**src/cart_defines.svh**
```systemverilog
`ifndef CART_DEFINES_SVH
`define CART_DEFINES_SVH

// ------------------------------
// MSX I/O ports of the SSG
// ------------------------------
// Register number latch
`define SSG_PORT_ADDR	8'hA0
// Register data write
`define SSG_PORT_WRITE	8'hA1
// Register data read
`define SSG_PORT_READ	8'hA2

// Register slots behind the latch
`define SSG_REG_COUNT	16

// ------------------------------
// Timing in clk cycles
// ------------------------------
// Clean high samples before reset release
`define RESET_STRETCH	6
// Bus wait after reset release
`define WAIT_CYCLES		16
// Clocks per tone counter tick
`define TONE_DIV		16
// PWM counter width, 64 cycle period
`define PWM_BITS		6

`endif

```
**src/cart_timing.sv**
```systemverilog
`timescale 1ns/1ns
`include "cart_defines.svh"

module cart_timing (
	input	logic	clk,
	input	logic	n_treset,
	output	logic	w_n_reset = 1'b0,
	output	logic	twait = 1'b1,
	output	logic	tone_tick = 1'b0
);

	// Power-up state
	logic	[`RESET_STRETCH-1:0]		ff_reset_sr = '0;
	logic	[$clog2(`WAIT_CYCLES)-1:0]	ff_wait_cnt = '0;
	logic	[$clog2(`TONE_DIV)-1:0]		ff_div_cnt = '0;
	logic								reset_ok;

	// ------------------------------
	// Reset stretcher
	// ------------------------------
	// Release only after a full run of high samples
	assign reset_ok = &ff_reset_sr;

	always_ff @(posedge clk) begin
		ff_reset_sr	<= {ff_reset_sr[`RESET_STRETCH-2:0], n_treset};
		w_n_reset	<= reset_ok;
	end

	// ------------------------------
	// Power-up wait
	// ------------------------------
	always_ff @(posedge clk) begin
		if (!w_n_reset) begin
			ff_wait_cnt	<= '0;
			twait		<= 1'b1;
		end else if (ff_wait_cnt == `WAIT_CYCLES - 1) begin
			// Held here for good
			twait		<= 1'b0;
		end else begin
			ff_wait_cnt	<= ff_wait_cnt + 1'b1;
		end
	end

	// ------------------------------
	// Tone tick divider
	// ------------------------------
	// Follows the stretcher directly so ticks stop with w_n_reset
	always_ff @(posedge clk) begin
		if (!reset_ok) begin
			ff_div_cnt	<= '0;
			tone_tick	<= 1'b0;
		end else begin
			ff_div_cnt	<= (ff_div_cnt == `TONE_DIV - 1) ? '0 : ff_div_cnt + 1'b1;
			tone_tick	<= (ff_div_cnt == `TONE_DIV - 1);
		end
	end

	// No tone activity inside reset
	assert property (@(posedge clk) !w_n_reset |-> !tone_tick);

endmodule

```
**config.mk**
```make
export PLATFORM = sky130hd
export DESIGN_NAME = cart_timing
export DESIGN_NICKNAME = d
export VERILOG_FILES = /design/src/cart_timing.sv
export VERILOG_INCLUDE_DIRS = /design/src
export SDC_FILE = /design/constraint.sdc
export NUM_CORES = 1
export LEC_CHECK = 0
export BUFFER_PORTS_ARGS = -buffer_cell sky130_fd_sc_hd__buf_2
export CELL_PAD_IN_SITES_DETAIL_PLACEMENT = 0
export CELL_PAD_IN_SITES_GLOBAL_PLACEMENT = 1
export CORE_AREA = 2 2 39 41
export DETAILED_ROUTE_END_ITERATION = 12
export DIE_AREA = 0 0 41 43
export PLACE_DENSITY_LB_ADDON = 0.1
export SYNTH_ARGS = -nofsm -noshare
export SYNTH_HDL_FRONTEND = slang
export SYNTH_SLANG_ARGS = --single-unit
```
**constraint.sdc**
```tcl
create_clock -name clk -period 2.2 [get_ports clk]
set_input_delay 0.11 -clock clk [delete_from_list [all_inputs] [get_ports clk]]
set_output_delay 0.11 -clock clk [all_outputs]
set_load 0.01 [all_outputs]
```
==> flow_summary.yaml <==
drt:
  drc: 0
  ant_nets: 0
  first_iter_violations: 7
  firstDrtPassIters: 4
  via_count: 362
  wl_um: 801
  avgViaCountPerCell: 4.959
  detail_route.wl_per_cell_um: 10.97
global_route:
  antenna_found_initial: 0
  overflow: 0
  grt_pass1_vias: 312
  grtUsageTotal_pct: 11.04
  grt_pass1_wl_um: 1248
  grt_start_max_net_pins: 10
synth:
  syn-mean-instance-area_um2: 11.29
  yosys-top-cells-area: "dfxtp_1 63%, ha_1 4.6%, nor2_1 3.5%"
  ys_seq_area_share_pct: 62.82
  ys.flop_type: "dfxtp_1"
  synth_area_um2: 541.8
  synth_top_area_share_pct: 62.82
  synthCells: 48
  synth_nets: 52
  ys_ff_latch: 17
  synth_warnings: 0
  synth_edf_count: 0
  yosysUniqueCellTypes: 17
  synthArstFlopShare_pct: 0
  synth.most_common_cell: "dfxtp_1"
  synthTopCellsByCount: "17 x dfxtp_1, 5 x nor2_1, 4 x inv_1, 3 x nand2_1, 3 x nand3_1"
  yosysTopAreaCell: "dfxtp_1"
floorplanning:
  die_area_um2: 1763
  die_w_um: 41
  fp-row-count: 14
  die_h_um: 43
  core_um2: 1384
  initial_utilization_pct: 39.15
  io_pins: 5
sta:
  post-route-period-util_pct: 51.12
  finalSetupViolations: 0
  fin_skew_ns: 0.008505
  tns_ns: 0
  worst_pin_slew_ns: 0.1342
  rsz0062_at_grt: "no"
  fmaxAchievable_mhz: 889.1
  period_needed_ns: 1.125
  report.final.slew_viol_count: 0
  hold_viol: 0
  slew-limit-headroom_pct: 90.80
cts:
  clk_path_buf_depth: 2
  cts_hold_buffers: 1
  clk_latency_ns: 0.28
  path_clk_slew_ns: 0.10
  cts-htree-levels: 1
  cts_setup_buffers: 0
  numCtsBuffers: 3
  cts_tree: "built"
  cts_root_buf: "clkbuf_4"
  cts_resized: 0
  cts_sinks: 17
setup_path:
  critical_path_arrival_ns: 1.31
  reg2reg_from: "ff_wait_cnt[0]"
  end_kind: "flip-flop"
  cp_max_fo: 4
  setup.worst_path.start_class: "flip-flop"
  worstSetupStartpoint: "ff_wait_cnt[0]"
  crit_type: "reg -> reg"
  cp.required_ns: 2.39
power:
  power.leakage_uw: 0.0002491
  peakVddDrop_mv: 0.3356
  p_per_area_nw_per_um2: 786.0
finish:
  areaGrowthSynthToFinish_pct: 14.09
  drive_above_1_share_pct: 17.54
  antenna_cells: 0
  n_fill_cell: 126
  utilization_pct: 44.67
  num-nets-final: 62
hold_path:
  hp-class: "reg -> reg"
  min_from: "ff_reset_sr[2]"
place:
  io_buffers: 4
  gp_congestion: 0.6741
  dp_hpwl_um: 579
outcome:
  status: "completed"
job:
  max_cap_violations: 0
layout by cell type (no fill, tap or decap), types with 2 or more instances in the layout:
master | synthesis | layout
inv_1 | 4 | 4
xnor2_1 | 2 | 2
a21oi_1 | 2 | 2
o21ai_0 | 2 | 2
nand3_1 | 3 | 3
clkbuf_4 | 0 | 3
buf_2 | 0 | 4
nor2_1 | 5 | 5
dfxtp_1 | 17 | 17
ha_1 | 2 | 2
nand2_1 | 3 | 3
kinds of logic (layout without fill, tap and decap cells):
family,Yosys count,in the layout,synth area share [%]
AOI/OAI and AO/OA,6,6,6.237
buffers and inverters,4,13,2.771
and+or+nand+nor,16,16,18.47
adders and majority gates,2,2,4.618
muxes,1,1,1.848
DFF,17,17,62.82
xor gates and xnor gates,2,2,3.234
metal layers:
metal / up-vias / wire length [um] / part of all wire [%] / global-route usage [%]
met2: 9 / 401 / 50 / 16.56
met4: 0 / 11 / 1.4 / 10.00
met1: 168 / 345 / 43 / 11.59
met5: - / 0 / 0 / 0
met3: 2 / 42 / 5.2 / 3.141
li1: 183 / - / - / -
report_power, final:
part	internal, uW	total, uW	switching (uW)
Sequential	314	318	4.31
Clock	70.3	162	92.0
Combinational	3.42	5.16	1.74
area by class of cell:
cell class / instances / area (um2) / area share (%)
flip-flops and latches: 17 / 340.3 / 55.06
multi-input cells: 27 / 186.4 / 30.16
repair buffers: 5 / 30.03 / 4.858
clock buffers: 4 / 26.28 / 4.251
well taps: 16 / 20.02 / 3.239
inverters: 4 / 15.01 / 2.429
flip-flops by register name, indices dropped and copies added (netlist names):
name / cells
ff_div_cnt: 4
ff_reset_sr: 6
ff_wait_cnt: 4
tone_tick: 1
twait: 1
w_n_reset: 1
critical path, stage by stage, from the launching register on:
cell	delay, ns
dfxtp_1	0.39
ha_1	0.22
nand3_1	0.17
mux2i_1	0.19
nor2_1	0.05
metrics by stage:
| stage | total power, uW | hold WS (ns) | cells | cell area (um2) | worst slack (ns) |
|---|---|---|---|---|---|
| finish | 485.8 | 0.3586 | 73 | 618.1 | 1.075 |
| global route | 501.0 | 0.3678 | 73 | 618.1 | 1.003 |
| CTS | 489.9 | 0.3624 | 73 | 618.1 | 1.067 |
| detailed placement | 329.3 | 0.2170 | 68 | 581.8 | 1.078 |
| global placement | 328.4 | 0.2137 | 68 | 581.8 | 1.168 |
| floorplan | 326.8 | 0.1377 | 48 | 541.8 | 1.181 |
path summary, 6_finish.rpt:
kind | endpoint | slack, ns | depth (start not counted)
max | ff_wait_cnt[1] | 1.08 | 4
min | ff_reset_sr[3] | 0.36 | 0
max reg2reg | ff_wait_cnt[1] | 1.08 | 4
min reg2reg | ff_reset_sr[3] | 0.36 | 0
Power figures use the tool's default switching activity.
