[src/cart_defines.svh]
`ifndef CART_DEFINES_SVH
`define CART_DEFINES_SVH

// ------------------------------
// MSX I/O ports of the SSG
// ------------------------------
// Register number latch
`define SSG_PORT_ADDR	8'hA0
// Register data write
`define SSG_PORT_WRITE	8'hA1
// Register data read
`define SSG_PORT_READ	8'hA2

// Register slots behind the latch
`define SSG_REG_COUNT	16

// ------------------------------
// Timing in clk cycles
// ------------------------------
// Clean high samples before reset release
`define RESET_STRETCH	6
// Bus wait after reset release
`define WAIT_CYCLES		16
// Clocks per tone counter tick
`define TONE_DIV		16
// PWM counter width, 64 cycle period
`define PWM_BITS		6

`endif

[src/cart_pkg.sv]
package cart_pkg;

	// ------------------------------
	// Bus decode
	// ------------------------------

	// Decoded SSG bus operation
	typedef enum logic [1:0] {
		OP_NONE			= 2'd0,
		OP_ADDR_LATCH	= 2'd1,
		OP_DATA_WRITE	= 2'd2,
		OP_DATA_READ	= 2'd3
	} ssg_op_t;

	// Decoder state, one request per strobe
	typedef enum logic {
		ST_IDLE	= 1'b0,
		ST_BUSY	= 1'b1
	} bus_state_t;

	// One-cycle request to the tone core
	typedef struct packed {
		ssg_op_t		op;
		logic	[7:0]	data;
	} ssg_req_t;

	// ------------------------------
	// Sound path
	// ------------------------------

	// Linear channel levels, volume or silence
	typedef struct packed {
		logic	[3:0]	level_a;
		logic	[3:0]	level_b;
		logic	[3:0]	level_c;
	} ssg_levels_t;

endpackage

[src/sound_mixer_pwm.sv]
`timescale 1ns/1ns
`include "cart_defines.svh"

module sound_mixer_pwm import cart_pkg::*; (
	input	logic			clk,
	input	logic			w_n_reset,
	input	ssg_levels_t	levels,
	output	logic			tsnd
);

	logic	[`PWM_BITS-1:0]	ff_sum;
	logic	[`PWM_BITS-1:0]	ff_pwm_cnt;
	logic	[`PWM_BITS-1:0]	level_sum;

	// ------------------------------
	// Mixer
	// ------------------------------
	// Three 4-bit levels, 45 at most
	assign level_sum = `PWM_BITS'(levels.level_a)
		+ `PWM_BITS'(levels.level_b)
		+ `PWM_BITS'(levels.level_c);

	// ------------------------------
	// PWM
	// ------------------------------
	always_ff @(posedge clk) begin
		if (!w_n_reset) begin
			ff_sum		<= '0;
			ff_pwm_cnt	<= '0;
			tsnd		<= 1'b0;
		end else begin
			ff_sum		<= level_sum;
			// Free-running, wraps every 64 clocks
			ff_pwm_cnt	<= ff_pwm_cnt + 1'b1;
			// High for ff_sum clocks out of each period
			tsnd		<= (ff_pwm_cnt < ff_sum);
		end
	end

	// Full scale of three channels stays under one PWM period
	assert property (@(posedge clk) disable iff (!w_n_reset)
		ff_sum <= `PWM_BITS'(45));

endmodule

[config.mk]
export PLATFORM = sky130hd
export DESIGN_NAME = sound_mixer_pwm
export DESIGN_NICKNAME = d
export VERILOG_FILES = /design/src/cart_pkg.sv /design/src/sound_mixer_pwm.sv
export VERILOG_INCLUDE_DIRS = /design/src
export SDC_FILE = /design/constraint.sdc
export NUM_CORES = 1
export LEC_CHECK = 0
export BUFFER_PORTS_ARGS = -buffer_cell sky130_fd_sc_hd__buf_2
export CAP_MARGIN = 10
export CORE_AREA = 2 2 44 46
export DETAILED_ROUTE_END_ITERATION = 8
export DIE_AREA = 0 0 46 48
export PLACE_DENSITY = 0.67
export SETUP_SLACK_MARGIN = 0.1
export SLEW_MARGIN = 20
export SYNTH_ARGS = -nofsm -noshare
export SYNTH_HDL_FRONTEND = slang
export SYNTH_SLANG_ARGS = --single-unit
[constraint.sdc]
create_clock -name clk -period 2.5 [get_ports clk]
set_input_delay 0.375 -clock clk [delete_from_list [all_inputs] [get_ports clk]]
set_output_delay 0.375 -clock clk [all_outputs]
set_load 0.05 [all_outputs]
==> results of run 1 <==
==> synthesized netlist by cell type <==
cell / instances
sky130_fd_sc_hd__inv_1: 18
sky130_fd_sc_hd__nand3_2: 1
sky130_fd_sc_hd__a21o_1: 1
sky130_fd_sc_hd__xor2_1: 1
sky130_fd_sc_hd__buf_2: 1
sky130_fd_sc_hd__dfxtp_1: 13
sky130_fd_sc_hd__nor2_2: 1
sky130_fd_sc_hd__a21oi_2: 1
sky130_fd_sc_hd__nor2_1: 1
sky130_fd_sc_hd__nand2b_1: 2
sky130_fd_sc_hd__xnor2_1: 3
sky130_fd_sc_hd__fa_1: 5
sky130_fd_sc_hd__mux2i_1: 2
sky130_fd_sc_hd__nand2_1: 4
sky130_fd_sc_hd__and2b_1: 1
sky130_fd_sc_hd__nor2b_1: 4
sky130_fd_sc_hd__a41oi_1: 1
sky130_fd_sc_hd__and2_1: 6
sky130_fd_sc_hd__a21oi_1: 3
sky130_fd_sc_hd__ha_1: 9
sky130_fd_sc_hd__o21ai_1: 1
sky130_fd_sc_hd__o21ai_0: 1
sky130_fd_sc_hd__nand3_1: 1
==> layout make-up <==
type / count / area, um^2 / area share [%]
repair buffers: 14 / 70.1 / 7.91
clock buffers: 4 / 26.3 / 2.97
well taps: 17 / 21.3 / 2.40
multi-input cells: 49 / 440 / 49.7
flip-flops and latches: 13 / 260 / 29.4
inverters: 18 / 67.6 / 7.63
==> logic make-up after synthesis <==
group,after synthesis,synth area share [%]
and+or+nand+nor,21,15.9
buffers and inverters,19,9.38
adders and majority gates,14,27.5
DFF,13,33.7
AOI/OAI and AO/OA,8,6.47
xor gates and xnor gates,4,4.53
muxes,2,2.59
==> power groups by stage <==
stage / clock (W) / combinational, W / sequential, W
finish: 0.000125 / 0.000132 / 0.000238
detailed placement: 0 / 0.000134 / 0.000243
global route: 0.000139 / 0.000155 / 0.000240
global placement: 0 / 0.000129 / 0.000243
floorplan: 0 / 0.0000901 / 0.000254
CTS: 0.000133 / 0.000136 / 0.000238
==> final timing paths <==
path,from,end,slack [ps],cells past startpoint
setup reg to reg,ff_pwm_cnt[2],tsnd,1300,4
setup / recovery,levels[1],ff_sum[3],770,7
hold / removal,w_n_reset,ff_pwm_cnt[5],460,3
hold reg to reg,ff_pwm_cnt[5],ff_pwm_cnt[5],480,2
==> critical path, delay by kind of cell <==
| family | cells | cell delay, ps |
|---|---|---|
| adders and majority gates | 3 | 1080 |
| buffers and inverters | 2 | 170 |
| and+or+nand+nor | 1 | 150 |
| xor gates and xnor gates | 1 | 130 |
==> stage by stage <==
stage                     setup WS (ps)  cells
after CTS                           768    115
after global placement              501    111
final                               765    115
after global routing                696    115
after floorplan                     638     81
after detailed placement            470    111
==> flip-flops by register name (all words and copies together) (netlist names) <==
name	cells
ff_pwm_cnt	6
ff_sum	6
tsnd	1
==> per-layer routing <==
layer,GRT usage (%),vias to the layer above,part of all wire (%)
li1,-,281,-
met1,13.0,254,41
met2,25.6,11,54
met3,2.26,2,3.2
met4,10.3,0,1.7
met5,0,-,0
==> impl_metrics.env, run 1 <==
export IMPL_timing_fmax_mhz=576
export IMPL_dp_hpwl_um=893
export IMPL_yosysTopAreaCellShare_pct=33.7
export IMPL_postCtsSetupRepairBufs=0
export IMPL_antenna_found_initial=0
export IMPL_final_cell_mix="sky130_fd_sc_hd__inv_1, sky130_fd_sc_hd__buf_2, sky130_fd_sc_hd__dfxtp_1"
export IMPL_power_net_switching_w=0.000142
export IMPL_detail_route_drc_violations=0
export IMPL_synth_top_cells_by_area="sky130_fd_sc_hd__dfxtp_1, sky130_fd_sc_hd__ha_1, sky130_fd_sc_hd__fa_1"
export IMPL_synthDistinctLibCells=23
export IMPL_cts_sinks=13
export IMPL_number_of_hold_slack_violations_in_the_final_timing_report=0
export IMPL_clock_power_share_pct=25.2
export IMPL_path_class="in2reg"
export IMPL_average_cell_area_after_synthesis_um2=9.55
export IMPL_utilization_pct=52.4
export IMPL_global_route_overflow_total=0
export IMPL_number_of_register_bits_inferred_by_synthesis=13
export IMPL_critical_path_cell_chain="buf_2 > fa_1 > ha_1 > inv_1 > fa_1 > xnor2_1 > and2_1"
export IMPL_maximum_fanout_encountered_on_the_critical_timing_path=2
export IMPL_synth_cells=81
export IMPL_layout_cells_most_common="sky130_fd_sc_hd__inv_1"
export IMPL_period_minus_slack_ps=1730
export IMPL_tritoncts_num_buffers=3
export IMPL_ios=15
export IMPL_power_density_nw_per_um2=559
export IMPL_min_path_type="in2reg"
export IMPL_yosys_warnings=0
export IMPL_route_vias_total=548
export IMPL_cellInternalPower_w=0.000353
export IMPL_power_frac_seq_pct=48.1
export IMPL_post_route_period_util_pct=69.4
export IMPL_routed_wl_mm=1.10
export IMPL_final_nets=127
export IMPL_wl_per_cell_um=9.57
export IMPL_cts_tree="built"
export IMPL_ctsRootBufferMaster="sky130_fd_sc_hd__clkbuf_4"
export IMPL_yosysTopAreaCell="sky130_fd_sc_hd__dfxtp_1"
export IMPL_drv_cap=0
export IMPL_max_clock_path_buffers=2
export IMPL_slew_viol_final=0
export IMPL_finish_instance_area_um2=886
export IMPL_remaining_antenna_violation_count_after_routing=0
export IMPL_hold_worst_slack_ps=458
export IMPL_worst_slew_pin_tran_ps=246
export IMPL_setup_viol_count_final=0
export IMPL_timing_setup_tns_ps=0
export IMPL_initial_core_util_pct=45.8
export IMPL_combinationalPowerShare_pct=26.7
export IMPL_synthToLayoutAreaGrowth_pct=14.6
export IMPL_detail_route_first_pass_iterations=2
export IMPL_power_total_w=0.000495
export IMPL_grt_pass1_vias=558
export IMPL_gp_congestion=0.701
export IMPL_cts_resized=0
export IMPL_vdd_ir_drop_worst_mv=0.242
export IMPL_cpMostUsedCell="sky130_fd_sc_hd__fa_1"
export IMPL_initialDrtViolationCount=3
export IMPL_cp_start_kind="input pin"
export IMPL_max_slew_margin_rel_pct=83.7
export IMPL_rsz0062_at_grt="false"
export IMPL_core_region_area_um2=1690
export IMPL_arrival_ps=1900
export IMPL_layout_filler_cells=176
export IMPL_placement_cell_area_um2=860
export IMPL_vias_per_cell=4.77
export IMPL_switching_share_pct=28.7
export IMPL_die_height_um=48
export IMPL_die_width_um=46
export IMPL_crit_required_ps=2670
export IMPL_clock_skew_final_ps=5.59
export IMPL_synth_seq_area_share_pct=33.7
export IMPL_timing_critical_path_slowest_cell_delay_ps=530
export IMPL_area_of_the_die_um2=2210
export IMPL_result_of_the_run="finished clean"
export IMPL_cp_end_kind="flip-flop"
export IMPL_grt_total_usage_pct=13.5
export IMPL_row_count=15
export IMPL_synth_fp_nets=109
export IMPL_clk_transition_reported_paths_ps=80
export IMPL_static_leakage_power_nw=0.455
export IMPL_grt_pass1_wl_mm=2.05
export IMPL_grt_max_degree=15
export IMPL_io_buffer_count=14
export IMPL_cpMaxStageDelayCell="sky130_fd_sc_hd__fa_1"
export IMPL_postCtsHoldBufs=0
export IMPL_syn_cell_area_um2=773
export IMPL_htree_levels=1
export IMPL_final_layout_size_suffix_gt1_share_pct=20.4
export IMPL_antennaDiodeCount=0
export IMPL_clkLatencyLatePin_ps=270
Power figures use the tool's default switching activity.
==> run 2, diff against run 1 <==
clock period = 1.7 ns   (was 2.5 ns; I/O delays follow)
==> run 2 against run 1 <==
Effect of this change:
- final area is 0.71% higher
- die area stayed put
- cell count is the same
- via count shrank 1.1%
- wire length about the same
- clock-buffer cell count shrank 1
- register-to-register slack got worse by 830 ps
- clock power up 46%
- critical path depth unchanged
- utilization is 0.37 points higher
- total power grew 47%
- sequential share of layout area is 0.21 points lower
- largest cell class unchanged
==> impl_metrics.env, run 2 (synthesized netlist as in run 1, its figures left out) <==
export IMPL_result_of_the_run="finished clean"
export IMPL_tritoncts_num_buffers=3
export IMPL_largest_registers="ff_pwm_cnt: 6 flops, ff_sum: 6 flops, tsnd: 1 flops"
export IMPL_critical_path_buf_inv_count=2
export IMPL_grt_pass1_wl_mm=2.04
export IMPL_initial_core_util_pct=45.8
export IMPL_critical_path_cell_chain="buf_2 > fa_1 > ha_2 > inv_1 > fa_2 > xnor2_1 > and2_1"
export IMPL_vias_per_cell=4.71
export IMPL_power_density_nw_per_um2=817
export IMPL_grt_max_degree=15
export IMPL_antenna_found_initial=0
export IMPL_arrival_ps=1740
export IMPL_remaining_antenna_violation_count_after_routing=0
export IMPL_slew_viol_final=0
export IMPL_maximum_fanout_encountered_on_the_critical_timing_path=2
export IMPL_combinationalPowerShare_pct=26.9
export IMPL_synthToLayoutAreaGrowth_pct=15.4
export IMPL_switching_share_pct=29.2
export IMPL_global_route_overflow_total=0
export IMPL_final_cell_mix="sky130_fd_sc_hd__inv_1, sky130_fd_sc_hd__buf_2, sky130_fd_sc_hd__dfxtp_1"
export IMPL_multi_input_logic_area_um2=445
export IMPL_max_slew_margin_rel_pct=83.5
export IMPL_cellInternalPower_w=0.000516
export IMPL_clkLatencyLatePin_ps=270
export IMPL_grt_pass1_vias=549
export IMPL_area_of_the_die_um2=2210
export IMPL_setup_slack_ps=133
export IMPL_layout_cells_most_common="sky130_fd_sc_hd__inv_1"
export IMPL_cts_tree="built"
export IMPL_post_route_period_util_pct=92.1
export IMPL_setup_viol_count_final=0
export IMPL_cp_end_kind="flip-flop"
export IMPL_drv_cap=0
export IMPL_gp_congestion=0.722
export IMPL_postCtsHoldBufs=0
export IMPL_worst_slew_pin_tran_ps=249
export IMPL_grt_total_usage_pct=13.2
export IMPL_cpMaxStageDelayCell="sky130_fd_sc_hd__fa_1"
export IMPL_clk_transition_reported_paths_ps=80
export IMPL_ctsRootBufferMaster="sky130_fd_sc_hd__clkbuf_4"
export IMPL_hold_worst_slack_ps=338
export IMPL_power_frac_seq_pct=48.2
export IMPL_die_width_um=46
export IMPL_core_region_area_um2=1690
export IMPL_timing_critical_path_slowest_cell_delay_ps=530
export IMPL_crit_required_ps=1870
export IMPL_path_delay_family="adder cells"
export IMPL_wl_per_cell_um=9.56
export IMPL_htree_levels=1
export IMPL_clock_power_share_pct=24.9
export IMPL_route_vias_total=542
export IMPL_max_clock_path_buffers=2
export IMPL_antennaDiodeCount=0
export IMPL_timing_fmax_mhz=638
export IMPL_cts_sinks=13
export IMPL_static_leakage_power_nw=0.456
export IMPL_detail_route_drc_violations=0
export IMPL_detail_route_first_pass_iterations=2
export IMPL_io_buffer_count=14
export IMPL_period_minus_slack_ps=1570
export IMPL_ios=15
export IMPL_setup_slack_after_placement_ps=-163
export IMPL_postCtsSetupRepairBufs=0
export IMPL_utilization_pct=52.8
export IMPL_cp_start_kind="input pin"
export IMPL_min_path_type="in2reg"
export IMPL_final_layout_size_suffix_gt1_share_pct=23.5
export IMPL_die_height_um=48
export IMPL_regArea_um2=260
export IMPL_power_net_switching_w=0.000213
export IMPL_number_of_hold_slack_violations_in_the_final_timing_report=0
export IMPL_layout_filler_cells=168
export IMPL_clock_skew_final_ps=4.09
export IMPL_final_nets=127
export IMPL_setup_reg_to_reg_worst_slack_ps=470
export IMPL_vdd_ir_drop_worst_mv=0.437
export IMPL_row_count=15
export IMPL_timing_setup_tns_ps=0
export IMPL_dp_hpwl_um=952
export IMPL_path_class="in2reg"
export IMPL_rsz0062_at_grt="true"
export IMPL_routed_wl_mm=1.10
export IMPL_initialDrtViolationCount=2
## run 2: path summary, 6_finish.rpt
kind	start	endpoint	depth (start not counted)
worst max register to register	ff_pwm_cnt[2]	tsnd	4
worst min register to register	ff_pwm_cnt[5]	ff_pwm_cnt[5]	2
worst min-delay path	w_n_reset	ff_sum[2]	2
worst max-delay path	levels[1]	ff_sum[3]	7
## run 2: final cells by class
class	count	area share (%)
multi-input cells	49	49.9
flip-flops and latches	13	29.2
repair buffers	14	7.85
inverters	18	7.57
clock buffers	3	2.52
well taps	17	2.38
clock inverters	1	0.561
## run 2: routing by layer
metal | track usage (%) | up-vias | part of all wire, %
met5 | 0 | - | 0
met4 | 8.57 | 0 | 1.7
met3 | 2.26 | 2 | 3.4
met2 | 24.4 | 11 | 51
met1 | 13.5 | 246 | 44
li1 | - | 283 | -
## run 2: power groups by stage
stage               Combinational (W)  Sequential [W]  Clock (W)
detailed placement           0.000201        0.000359          0
floorplan                    0.000134        0.000373          0
finish                       0.000196        0.000351   0.000182
CTS                          0.000202        0.000352   0.000189
global placement             0.000192        0.000357          0
global route                 0.000230        0.000355   0.000205
## run 2: timing repair
| action | 4_1_cts | 5_1_grt |
|---|---|---|
| setup endpoints to repair | 0 | 1 |
| endpoints found under the hold margin | 0 | 0 |
| resized for setup | 0 | 1 |
## run 2: metrics by stage
stage	area (um^2)	instances	power [W]
6_report	892	115	0.000729
5_1_grt	892	115	0.000790
4_1_cts	890	115	0.000742
3_5_place_dp	862	111	0.000560
3_3_place_gp	862	111	0.000549
2_1_floorplan	776	81	0.000507
## run 2: worst reg2reg max path: stages (launching register included)
cell,delay [ps]
sky130_fd_sc_hd__dfxtp_1,420
sky130_fd_sc_hd__ha_1,270
sky130_fd_sc_hd__a21oi_1,120
sky130_fd_sc_hd__o21ai_0,100
sky130_fd_sc_hd__a41oi_1,230
