<file path="config.mk">
export PLATFORM = sky130hd
export DESIGN_NAME = ssg_bus_decode
export DESIGN_NICKNAME = d
export VERILOG_FILES = /design/src/cart_pkg.sv /design/src/ssg_bus_decode.sv
export VERILOG_INCLUDE_DIRS = /design/src
export SDC_FILE = /design/constraint.sdc
export NUM_CORES = 1
export LEC_CHECK = 0
export BUFFER_PORTS_ARGS = -buffer_cell sky130_fd_sc_hd__buf_2
export CAP_MARGIN = 20
export CELL_PAD_IN_SITES_DETAIL_PLACEMENT = 0
export CELL_PAD_IN_SITES_GLOBAL_PLACEMENT = 1
export CORE_MARGIN = 8
export CORE_UTILIZATION = 23
export CTS_CLUSTER_DIAMETER = 120
export DETAILED_ROUTE_END_ITERATION = 10
export PLACE_DENSITY = 0.74
export SYNTH_ARGS = -nofsm -noshare
export SYNTH_HDL_FRONTEND = slang
export SYNTH_SLANG_ARGS = --single-unit
</file>
<file path="constraint.sdc">
create_clock -name clk -period 1.5 [get_ports clk]
set_input_delay 0.075 -clock clk [delete_from_list [all_inputs] [get_ports clk]]
set_output_delay 0.075 -clock clk [all_outputs]
set_load 0.03 [all_outputs]
</file>
<file path="src/cart_defines.svh">
`ifndef CART_DEFINES_SVH
`define CART_DEFINES_SVH

// ------------------------------
// MSX I/O ports of the SSG
// ------------------------------
// Register number latch
`define SSG_PORT_ADDR	8'hA0
// Register data write
`define SSG_PORT_WRITE	8'hA1
// Register data read
`define SSG_PORT_READ	8'hA2

// Register slots behind the latch
`define SSG_REG_COUNT	16

// ------------------------------
// Timing in clk cycles
// ------------------------------
// Clean high samples before reset release
`define RESET_STRETCH	6
// Bus wait after reset release
`define WAIT_CYCLES		16
// Clocks per tone counter tick
`define TONE_DIV		16
// PWM counter width, 64 cycle period
`define PWM_BITS		6

`endif

</file>
<file path="src/cart_pkg.sv">
package cart_pkg;

	// ------------------------------
	// Bus decode
	// ------------------------------

	// Decoded SSG bus operation
	typedef enum logic [1:0] {
		OP_NONE			= 2'd0,
		OP_ADDR_LATCH	= 2'd1,
		OP_DATA_WRITE	= 2'd2,
		OP_DATA_READ	= 2'd3
	} ssg_op_t;

	// Decoder state, one request per strobe
	typedef enum logic {
		ST_IDLE	= 1'b0,
		ST_BUSY	= 1'b1
	} bus_state_t;

	// One-cycle request to the tone core
	typedef struct packed {
		ssg_op_t		op;
		logic	[7:0]	data;
	} ssg_req_t;

	// ------------------------------
	// Sound path
	// ------------------------------

	// Linear channel levels, volume or silence
	typedef struct packed {
		logic	[3:0]	level_a;
		logic	[3:0]	level_b;
		logic	[3:0]	level_c;
	} ssg_levels_t;

endpackage

</file>
<file path="src/ssg_bus_decode.sv">
`timescale 1ns/1ns
`include "cart_defines.svh"

module ssg_bus_decode import cart_pkg::*; (
	input	logic			clk,
	input	logic			w_n_reset,
	input	logic			n_tiorq,
	input	logic			n_tmerq,
	input	logic			n_twr,
	input	logic			n_trd,
	input	logic	[15:0]	ta,
	input	logic	[7:0]	wdata,
	output	ssg_req_t		req,
	output	logic			rd_active
);

	bus_state_t	ff_state;
	ssg_op_t	io_op;

	// ------------------------------
	// Port match
	// ------------------------------
	// MSX I/O space decodes the low address byte only
	always_comb begin
		io_op = OP_NONE;
		if (!n_tiorq && n_tmerq) begin
			if (!n_twr && ta[7:0] == `SSG_PORT_ADDR) begin
				io_op = OP_ADDR_LATCH;
			end else if (!n_twr && ta[7:0] == `SSG_PORT_WRITE) begin
				io_op = OP_DATA_WRITE;
			end else if (!n_trd && ta[7:0] == `SSG_PORT_READ) begin
				io_op = OP_DATA_READ;
			end
		end
	end

	// ------------------------------
	// Strobe FSM
	// ------------------------------
	always_ff @(posedge clk) begin
		if (!w_n_reset) begin
			ff_state	<= ST_IDLE;
			req			<= '0;
			rd_active	<= 1'b0;
		end else begin
			// Request lasts a single cycle
			req.op <= OP_NONE;
			case (ff_state)
				ST_IDLE: begin
					if (io_op != OP_NONE) begin
						ff_state	<= ST_BUSY;
						req.op		<= io_op;
						req.data	<= wdata;
						rd_active	<= (io_op == OP_DATA_READ);
					end
				end
				ST_BUSY: begin
					// Drive the bus until the CPU lets go of RD
					if (n_trd) begin
						rd_active <= 1'b0;
					end
					// Wait for both strobes released
					if (n_twr && n_trd) begin
						ff_state <= ST_IDLE;
					end
				end
				default: ff_state <= ST_IDLE;
			endcase
		end
	end

	// Back-to-back requests would mean a strobe was counted twice
	assert property (@(posedge clk) disable iff (!w_n_reset)
		(req.op != OP_NONE) |=> (req.op == OP_NONE));

endmodule

</file>
==> results.cfg, run 1 <==
[yosys]
yosysSeqAreaShare_pct = 42.9
avgSynthCellArea_um2 = 9.50
synthAdderAreaFrac_pct = 0
synth_top_family_by_area = simple AND/OR/NAND/NOR gates
yosys.cell_types.count = 21
synth_compound_area_share_pct = 10.3
synthXorXnorAreaFrac_pct = 0
ys_warn_count = 0
synth-simple-area-share_pct = 27.2
synth-seq-cells = 12
netlist_area_um2 = 561
syn_inst = 59
syn_nets = 89
synthMuxAreaShare_pct = 16.3

[grt]
grt_max_degree = 20
antenna_found_initial = 0
track_usage_pct = 7.20
grt_pass1_wl_um = 2480
grt_overflow = 0
grt_pass1_vias = 583

[timing]
final_hold_viol_count = 0
maxSlewViolCount = 0
max_slew.worst_pin.slew_ns = 0.280
finalClockSkew_ns = 0.00135
min_period_ns = 1.50
finalCritPeriodShare_pct = 99.8
setup_viol = 0
rsz0062_at_grt = true
hold_ws_ns = 0.0553
relSlewSlack_pct = 81.3
fmax_ghz = 0.668

[clock_tree]
clkSinkCount = 12
root_buffer = clkbuf_4
clkSlewWorstSetupHoldPaths_ns = 0.07
insertion_delay_ns = 0.26
cts_buffer_depth = 2
tritoncts = built
htreeDepth = 1
ctsHoldBuffers = 0
cts_buffers = 3

[place]
io_buffer_count = 32
dpl.hpwl_um = 1130
gp_congestion = 0.762

[worst_setup_path]
cp-start-kind = flop
critPathBufInv = 1
crit_fanout = 5
cp_top_family = simple AND/OR/NAND/NOR gates
cp_cell_sequence = or3b_4 > a2111oi_4 > bufbuf_16 > mux2i_1
crit_path_end_kind = flop
crit_required_ns = 1.69
cpPeakStageDelay_ns = 0.40
arrival_ns = 1.69
crit_slowest_cell = or3b_4
path_class = flop to flop

[floorplan]
ioPinCount = 41
start_util_pct = 23.5
die_x_um = 65.4
die_area_um2 = 4270
design.core.area_um2 = 2390
num_rows = 18
die_h_um = 65.4

[power_and_ir_drop]
p_leak_nw = 0.363
finalPower_uw = 570
peakVddDrop_uv = 375
pwr_density_cell_nw_per_um2 = 688

[detailed_routing]
vias_per_cell = 4.23
num_vias = 525
postRouteAntennaNets = 0
drt_wl_total_um = 1500
wl_per_cell_um = 12.1
first_iter_violations = 19
drt_first_pass_iters = 2
drc = 0

[finish]
utilization_pct = 34.7
drive_gt1_share_pct = 50.0
multiInputGateArea_um2 = 317
diodes = 0
final_nets = 126
final.fill_count = 278
layout_common_cells = buf_2 (32), nand2_1 (17), dfxtp_1 (11)
seq_area_um2 = 241
layout_commonest_cell = buf_2
flow.area_growth_from_synthesis_pct = 48.0

[job]
maxCapViolations = 0

[run_status]
status = finished clean

[min_path]
holdCritPathClass = input pin to flop
==> worst register-to-register path, delay by kind of cell (launching register included) <==
family	cells	cell delay [ns]
simple gates	1	0.40
flops	1	0.32
buf+inv	1	0.32
compound gates	1	0.23
mux	1	0.16
==> synth_stat cells <==
library cell	count	area, um2
o32ai_2	1	16.3
nor2_1	2	7.51
nand3_1	1	5.00
or3b_1	1	8.76
buf_4	1	7.51
or4_4	1	11.3
o21a_1	1	7.51
dfxtp_1	12	240
a21boi_0	1	7.51
inv_1	1	3.75
mux2_2	1	11.3
mux2i_1	8	80.1
a2111o_1	1	11.3
a2111oi_2	1	15.0
or3b_2	2	17.5
clkbuf_1	1	3.75
buf_1	1	3.75
or4b_4	1	13.8
nand2b_1	3	18.8
nand2_1	17	63.8
or2_2	1	6.26
==> what timing repair did <==
| action | CTS | global route |
|---|---|---|
| gates resized for setup | 2 | 0 |
| setup endpoints to repair | 9 | 9 |
| buffers inserted | 1 | 0 |
| gates cloned | 1 | 0 |
==> worst paths after layout <==
path | slack [ns] | from | end | cells past startpoint
worst max-delay path | 0.003 | ff_state | req[0] | 4
worst min register to register | 0.46 | req[1] | req[1] | 2
worst max register to register | 0.003 | ff_state | req[0] | 4
worst min-delay path | 0.06 | wdata[3] | req[3] | 3
==> sequential cells by signal (all words and copies together), names as in the netlist <==
| name | flops |
|---|---|
| ff_state | 1 |
| rd_active | 1 |
| req | 10 |
==> layer usage <==
metal / global-route usage (%) / vias to the layer above / share of wire, %
li1: - / 271 / -
met1: 8.00 / 229 / 44
met2: 11.9 / 25 / 44
met3: 3.23 / 0 / 11
met4: 2.45 / 0 / 0
met5: 0 / - / 0
==> power by group <==
part	switching, mW	internal (mW)
sequential	0.000120	0.319
clock	0.0933	0.0925
combinational	0.0305	0.0354
total	0.124	0.446
==> cell type report <==
type	instances	area share, %
repair buffers	35	25.0
clock buffers	3	2.71
multi-input cells	43	38.2
well taps	30	4.52
inverters	1	0.452
flip-flops and latches	12	29.1
==> per-stage QoR <==
stage	TNS (ns)	worst slack (ns)	std cells	instance area, um2
after global routing	-0.323	-0.0872	124	830
after CTS	-0.00393	-0.00393	125	850
after detailed placement	-0.347	-0.0792	120	783
final	0	0.00251	124	830
after global placement	-0.168	-0.0577	120	783
after floorplan	0	0.0549	59	561
==> logic make-up (layout without fill, tap and decap cells) <==
group                  Yosys count  count (layout)
AOI/OAI and AO/OA                5               5
buffers and inverters            4              39
DFF                             12              12
and+or+nand+nor                 29              29
muxes                            9               9
No activity file was read; power rests on OpenSTA's default activity.
==> run 2: changes to the inputs <==
ABC_AREA = 1   (was default)
CORE_ASPECT_RATIO = 0.9   (was default)
CORE_UTILIZATION = 22   (was 23)
GPL_TIMING_DRIVEN = 0   (was default)
PLACE_DENSITY = 0.75   (was 0.74)
==> results.cfg, run 2 <==
[run_status]
status = finished clean

[clock_tree]
tritoncts = built
clkSinkCount = 12
insertion_delay_ns = 0.27
clkSlewWorstSetupHoldPaths_ns = 0.07
cts-resized-gates = 0
htreeDepth = 1
cts_buffers = 3
ctsHoldBuffers = 0
root_buffer = clkbuf_4
cts_setup_buffers = 0
cts_buffer_depth = 2

[detailed_routing]
drt_first_pass_iters = 4
drt_wl_total_um = 1460
postRouteAntennaNets = 0
drc = 0
vias_per_cell = 3.99
first_iter_violations = 19
wl_per_cell_um = 9.52
num_vias = 610

[min_path]
holdCritPathClass = input pin to flop
whs_path_depth = 3

[yosys]
synthTopCellsByArea = dfxtp_1 (41%), nand2_1 (15%), nor2_1 (14%)
yosys.cell_types.count = 16
netlist.area_leader.share_pct = 41.5
ys_async_sr_fraction_pct = 0
synth_top_area_cell = dfxtp_1
avgSynthCellArea_um2 = 6.51
synth_compound_area_share_pct = 6.05
synthMuxAreaShare_pct = 0
syn_nets = 119
synth_top_family_by_area = simple AND/OR/NAND/NOR gates
synth_commonest_cells = nand2_1 (23), nor2_1 (22), inv_1 (16), dfxtp_1 (12), o21ai_0 (3)
syn_inst = 89
yosysSeqAreaShare_pct = 41.5
synthXorXnorAreaFrac_pct = 0
netlist_area_um2 = 579
yosysMostFrequentCell = nand2_1
ys_warn_count = 0
ys.flop_type = dfxtp_1
synth_edf_count = 0
synth-seq-cells = 12
synth-simple-area-share_pct = 39.3
synthAdderAreaFrac_pct = 0

[place]
gp_congestion = 0.706
dpl.hpwl_um = 1200
detailedPlace.worstSlack_ns = 0.223
io_buffer_count = 32

[job]
maxCapViolations = 0

[timing]
max_slew.worst_pin.slew_ns = 0.341
finalClockSkew_ns = 0.00273
fin_ws_ns = 0.234
maxSlewViolCount = 0
finalCritPeriodShare_pct = 84.4
relSlewSlack_pct = 77.2
rsz0062_at_grt = false
hold_ws_ns = 0.0525
min_period_ns = 1.27
setup_tns_ns = 0
final_hold_viol_count = 0
fmax_ghz = 0.790
setup_viol = 0

[grt]
grt_max_degree = 11
grt_pass1_vias = 608
antenna_found_initial = 0
grt_pass1_wl_um = 2520
track_usage_pct = 6.60
grt_overflow = 0

[power_and_ir_drop]
sw_frac_of_total_pct = 21.9
p_leak_nw = 0.464
pwr_density_cell_nw_per_um2 = 783
combPwrFrac_pct = 9.5
peakVddDrop_uv = 246
internal_power_uw = 496
seqPwrFrac_pct = 50.2
power.share.clock_pct = 40.3
p_sw_uw = 139

[worst_setup_path]
crit_required_ns = 1.66
path_depth = 7
cp-start-kind = flop
crit_fanout = 10
cp_cell_sequence = nor3_2 > inv_1 > a21oi_1 > nand2_2 > nand2_4 > buf_6 > o21ai_0
path_class = flop to flop
cp_top_family = simple AND/OR/NAND/NOR gates
crit_path_end_kind = flop
arrival_ns = 1.42
cpPeakStageDelay_ns = 0.33
r2r_cells = 7
crit_slowest_cell = dfxtp_1
critPathBufInv = 2

[finish]
seq_area_um2 = 240
layout_commonest_cell = buf_2
drive_gt1_share_pct = 33.6
flow.area_growth_from_synthesis_pct = 40.0
largest-register = req
diodes = 0
largestRegisters = req x10, ff_state x1, rd_active x1
multiInputGateArea_um2 = 263
largest_reg_flops = 10
layout_common_cells = buf_2 (33), nand2_1 (23), nor2_1 (22)
final_nets = 156
final.fill_count = 289

[floorplan]
ioPinCount = 41
start_util_pct = 23.5
die_area_um2 = 4530
num_rows = 17
design.core.area_um2 = 2470
die_x_um = 70.1
die_h_um = 64.7
## run 2: changes by cell type after synthesis, moves of 2 or more
cell and change:
nor3_1 +2, nor2_1 +20, mux2i_1 -8, nand2_1 +6, inv_1 +15, or3b_2 -2
nand2b_1 -3, o21ai_0 +3
## run 2: logic make-up after synthesis
group / Yosys count
buffers and inverters: 18
DFF: 12
AOI/OAI and AO/OA: 6
and+or+nand+nor: 53
## run 2: final timing paths
path | from | end | slack [ns]
worst min-delay path | w_n_reset | req[8] | 0.05
worst max-delay path | ff_state | rd_active | 0.23
worst max register to register | ff_state | rd_active | 0.23
worst min register to register | req[4] | req[4] | 0.48
## run 2: layer usage
layer / GRT usage (%) / wire length (um)
met1: 7.00 / 639
met2: 11.6 / 756
met5: 0 / 0
met4: 3.76 / 19
met3: 1.83 / 41
## run 2: worst reg2reg max path, stage by stage, from the launching register on
cell and delay, ns:
dfxtp_1 0.33, nor3_2 0.18, inv_1 0.05, a21oi_1 0.14, nand2_2 0.09, nand2_4 0.12, buf_6 0.15, o21ai_0 0.09
## run 2: power groups by stage
stage               sequential [mW]  clock, mW  combinational (mW)
global route                  0.319      0.279              0.0708
floorplan                     0.328          0              0.0267
CTS                           0.319      0.266              0.0614
global placement              0.327          0              0.0603
detailed placement            0.327          0              0.0611
finish                        0.319      0.256              0.0600
## run 2: layout make-up
type                            instances  share of cell area [%]
Multi-Input combinational cell         59                    32.4
Inverter                               16                    7.41
Timing Repair Buffer                   32                    19.8
Clock buffer                            4                    4.48
Tap cell                               28                    4.32
Sequential cell                        12                    29.6
Buffer                                  2                    2.01
## run 2: through the flow
stage               std cells  utilization, %  cell area [um2]  power, mW
CTS                       153            32.9              811      0.647
finish                    153            32.9              811      0.635
global placement          149            31.4              774      0.387
detailed placement        149            31.4              774      0.388
global route              153            32.9              811      0.669
floorplan                  89               -              579      0.354
==> run 3: changes to the inputs <==
ABC_AREA = 0   (was 1)
CORE_UTILIZATION = 26   (was 22)
PLACE_DENSITY = 0.78   (was 0.75)
clock period = 1.2 ns   (was 1.5 ns; I/O delays follow)
==> results.cfg, run 3 (same netlist as run 1, synthesis figures left out) <==
[run_status]
status = finished, violations left
violations = negative setup slack

[floorplan]
design.core.area_um2 = 2100
ioPinCount = 41
die_area_um2 = 3900
start_util_pct = 26.7
num_rows = 16
die_x_um = 64.9
die_h_um = 60.1

[finish]
largestRegisters = req x10, ff_state x1, rd_active x1
drive_gt1_share_pct = 50.5
largest_reg_flops = 10
flow.area_growth_from_synthesis_pct = 49.3
largest-register = req
final_nets = 128
design_area_um2 = 837
layout_common_cells = buf_2 (32), nand2_1 (17), dfxtp_1 (11)
stdcell_count = 124
layout_commonest_cell = buf_2
diodes = 0

[clock_tree]
insertion_delay_ns = 0.27
htreeDepth = 1
clkSinkCount = 12
tritoncts = built
clkSlewWorstSetupHoldPaths_ns = 0.08
ctsHoldBuffers = 0
root_buffer = clkbuf_4
cts_buffer_depth = 2
cts_buffers = 3

[place]
dpl.hpwl_um = 1160
postPlaceCellArea_um2 = 773
io_buffer_count = 32
detailedPlace.worstSlack_ns = -0.300
gp_congestion = 0.715
placedCellCount = 118

[detailed_routing]
postRouteAntennaNets = 0
first_iter_violations = 23
wl_per_cell_um = 12.1
drc = 0
drt_first_pass_iters = 4
vias_per_cell = 4.47
num_vias = 554
drt_wl_total_um = 1500

[timing]
hold_ws_ns = 0.0251
finalClockSkew_ns = 0.00162
final_hold_viol_count = 0
rsz0062_at_grt = true
setup_viol = 11
fin_ws_ns = -0.224
relSlewSlack_pct = 71.9
finalCritPeriodShare_pct = 119
min_period_ns = 1.42
max_slew.worst_pin.slew_ns = 0.422
fmax_ghz = 0.702
maxSlewViolCount = 0

[worst_setup_path]
crit_fanout = 10
crit_slowest_cell = or3b_4
arrival_ns = 1.62
crit_path_end_kind = flop
path_class = flop to flop
crit_required_ns = 1.40
cpPeakStageDelay_ns = 0.40
cp-start-kind = flop
cp_cell_sequence = or3b_4 > a2111oi_4 > buf_6 > mux2i_1

[min_path]
holdCritPathClass = input pin to flop

[job]
maxCapViolations = 0

[grt]
antenna_found_initial = 0
grt_overflow = 0
grt_pass1_vias = 571
track_usage_pct = 8.22
grt_max_degree = 11
grt_pass1_wl_um = 2520

[power_and_ir_drop]
finalPower_uw = 807
pwr_density_cell_nw_per_um2 = 964
p_leak_nw = 0.365
peakVddDrop_uv = 545
run 3: cell count changes in the layout (fill, tap and decap cells not counted), sizes merged, moves of 2 or more:
cell    previous run  this run
or3b               0         3
mux2i              0         8
buf               34        36
nand2             25        17
nor2              23         2
nand2b             0         3
nor3               3         0
o21ai              3         0
inv               16         1
run 3: cell type report:
| class | instances | area, um2 |
|---|---|---|
| buffer | 3 | 18.8 |
| clock buffer | 4 | 36.3 |
| fill | 233 | 1260 |
| inverter | 1 | 3.75 |
| multi-input combinational | 43 | 324 |
| sequential | 12 | 241 |
| tap | 27 | 33.8 |
| timing repair buffer | 34 | 179 |
run 3: path summary, 6_finish.rpt:
kind | from | to | slack, ns | depth (start not counted)
min reg2reg | req[7] | req[7] | 0.46 | 2
max reg2reg | ff_state | req[4] | -0.22 | 4
min | wdata[0] | req[0] | 0.03 | 3
max | ff_state | req[4] | -0.22 | 4
run 3: timing repair:
| action | CTS | global route |
|---|---|---|
| endpoints found under the setup margin | 11 | 11 |
| gates resized for setup | 1 | 3 |
| pin swaps | 2 | 1 |
| buffers inserted | 1 | 1 |
run 3: through the flow:
| step | setup TNS [ns] | utilization [%] |
|---|---|---|
| after floorplan | -1.15 | - |
| after global placement | -2.87 | 36.8 |
| after detailed placement | -3.02 | 36.8 |
| after CTS | -2.32 | 38.9 |
| after global routing | -2.79 | 39.8 |
| final | -1.95 | 39.8 |
run 3: where the power goes:
group          switching, mW  internal [mW]
logic                 0.0394         0.0432
registers           0.000154          0.398
clock network          0.142          0.184
run 3: layer usage:
metal | wire length [um] | vias to the layer above | GRT usage (%)
met3 | 176 | 0 | 5.06
met2 | 668 | 22 | 13.5
met1 | 658 | 253 | 8.50
li1 | - | 279 | -
met4 | 0 | 0 | 2.80
met5 | 0 | - | 0
run 3: critical path, delay by kind of cell, from the launching register on:
kind | cells | cell delay (ns)
muxes | 1 | 0.21
AOI/OAI and AO/OA | 1 | 0.21
DFF | 1 | 0.33
and+or+nand+nor | 1 | 0.40
buffers and inverters | 1 | 0.21
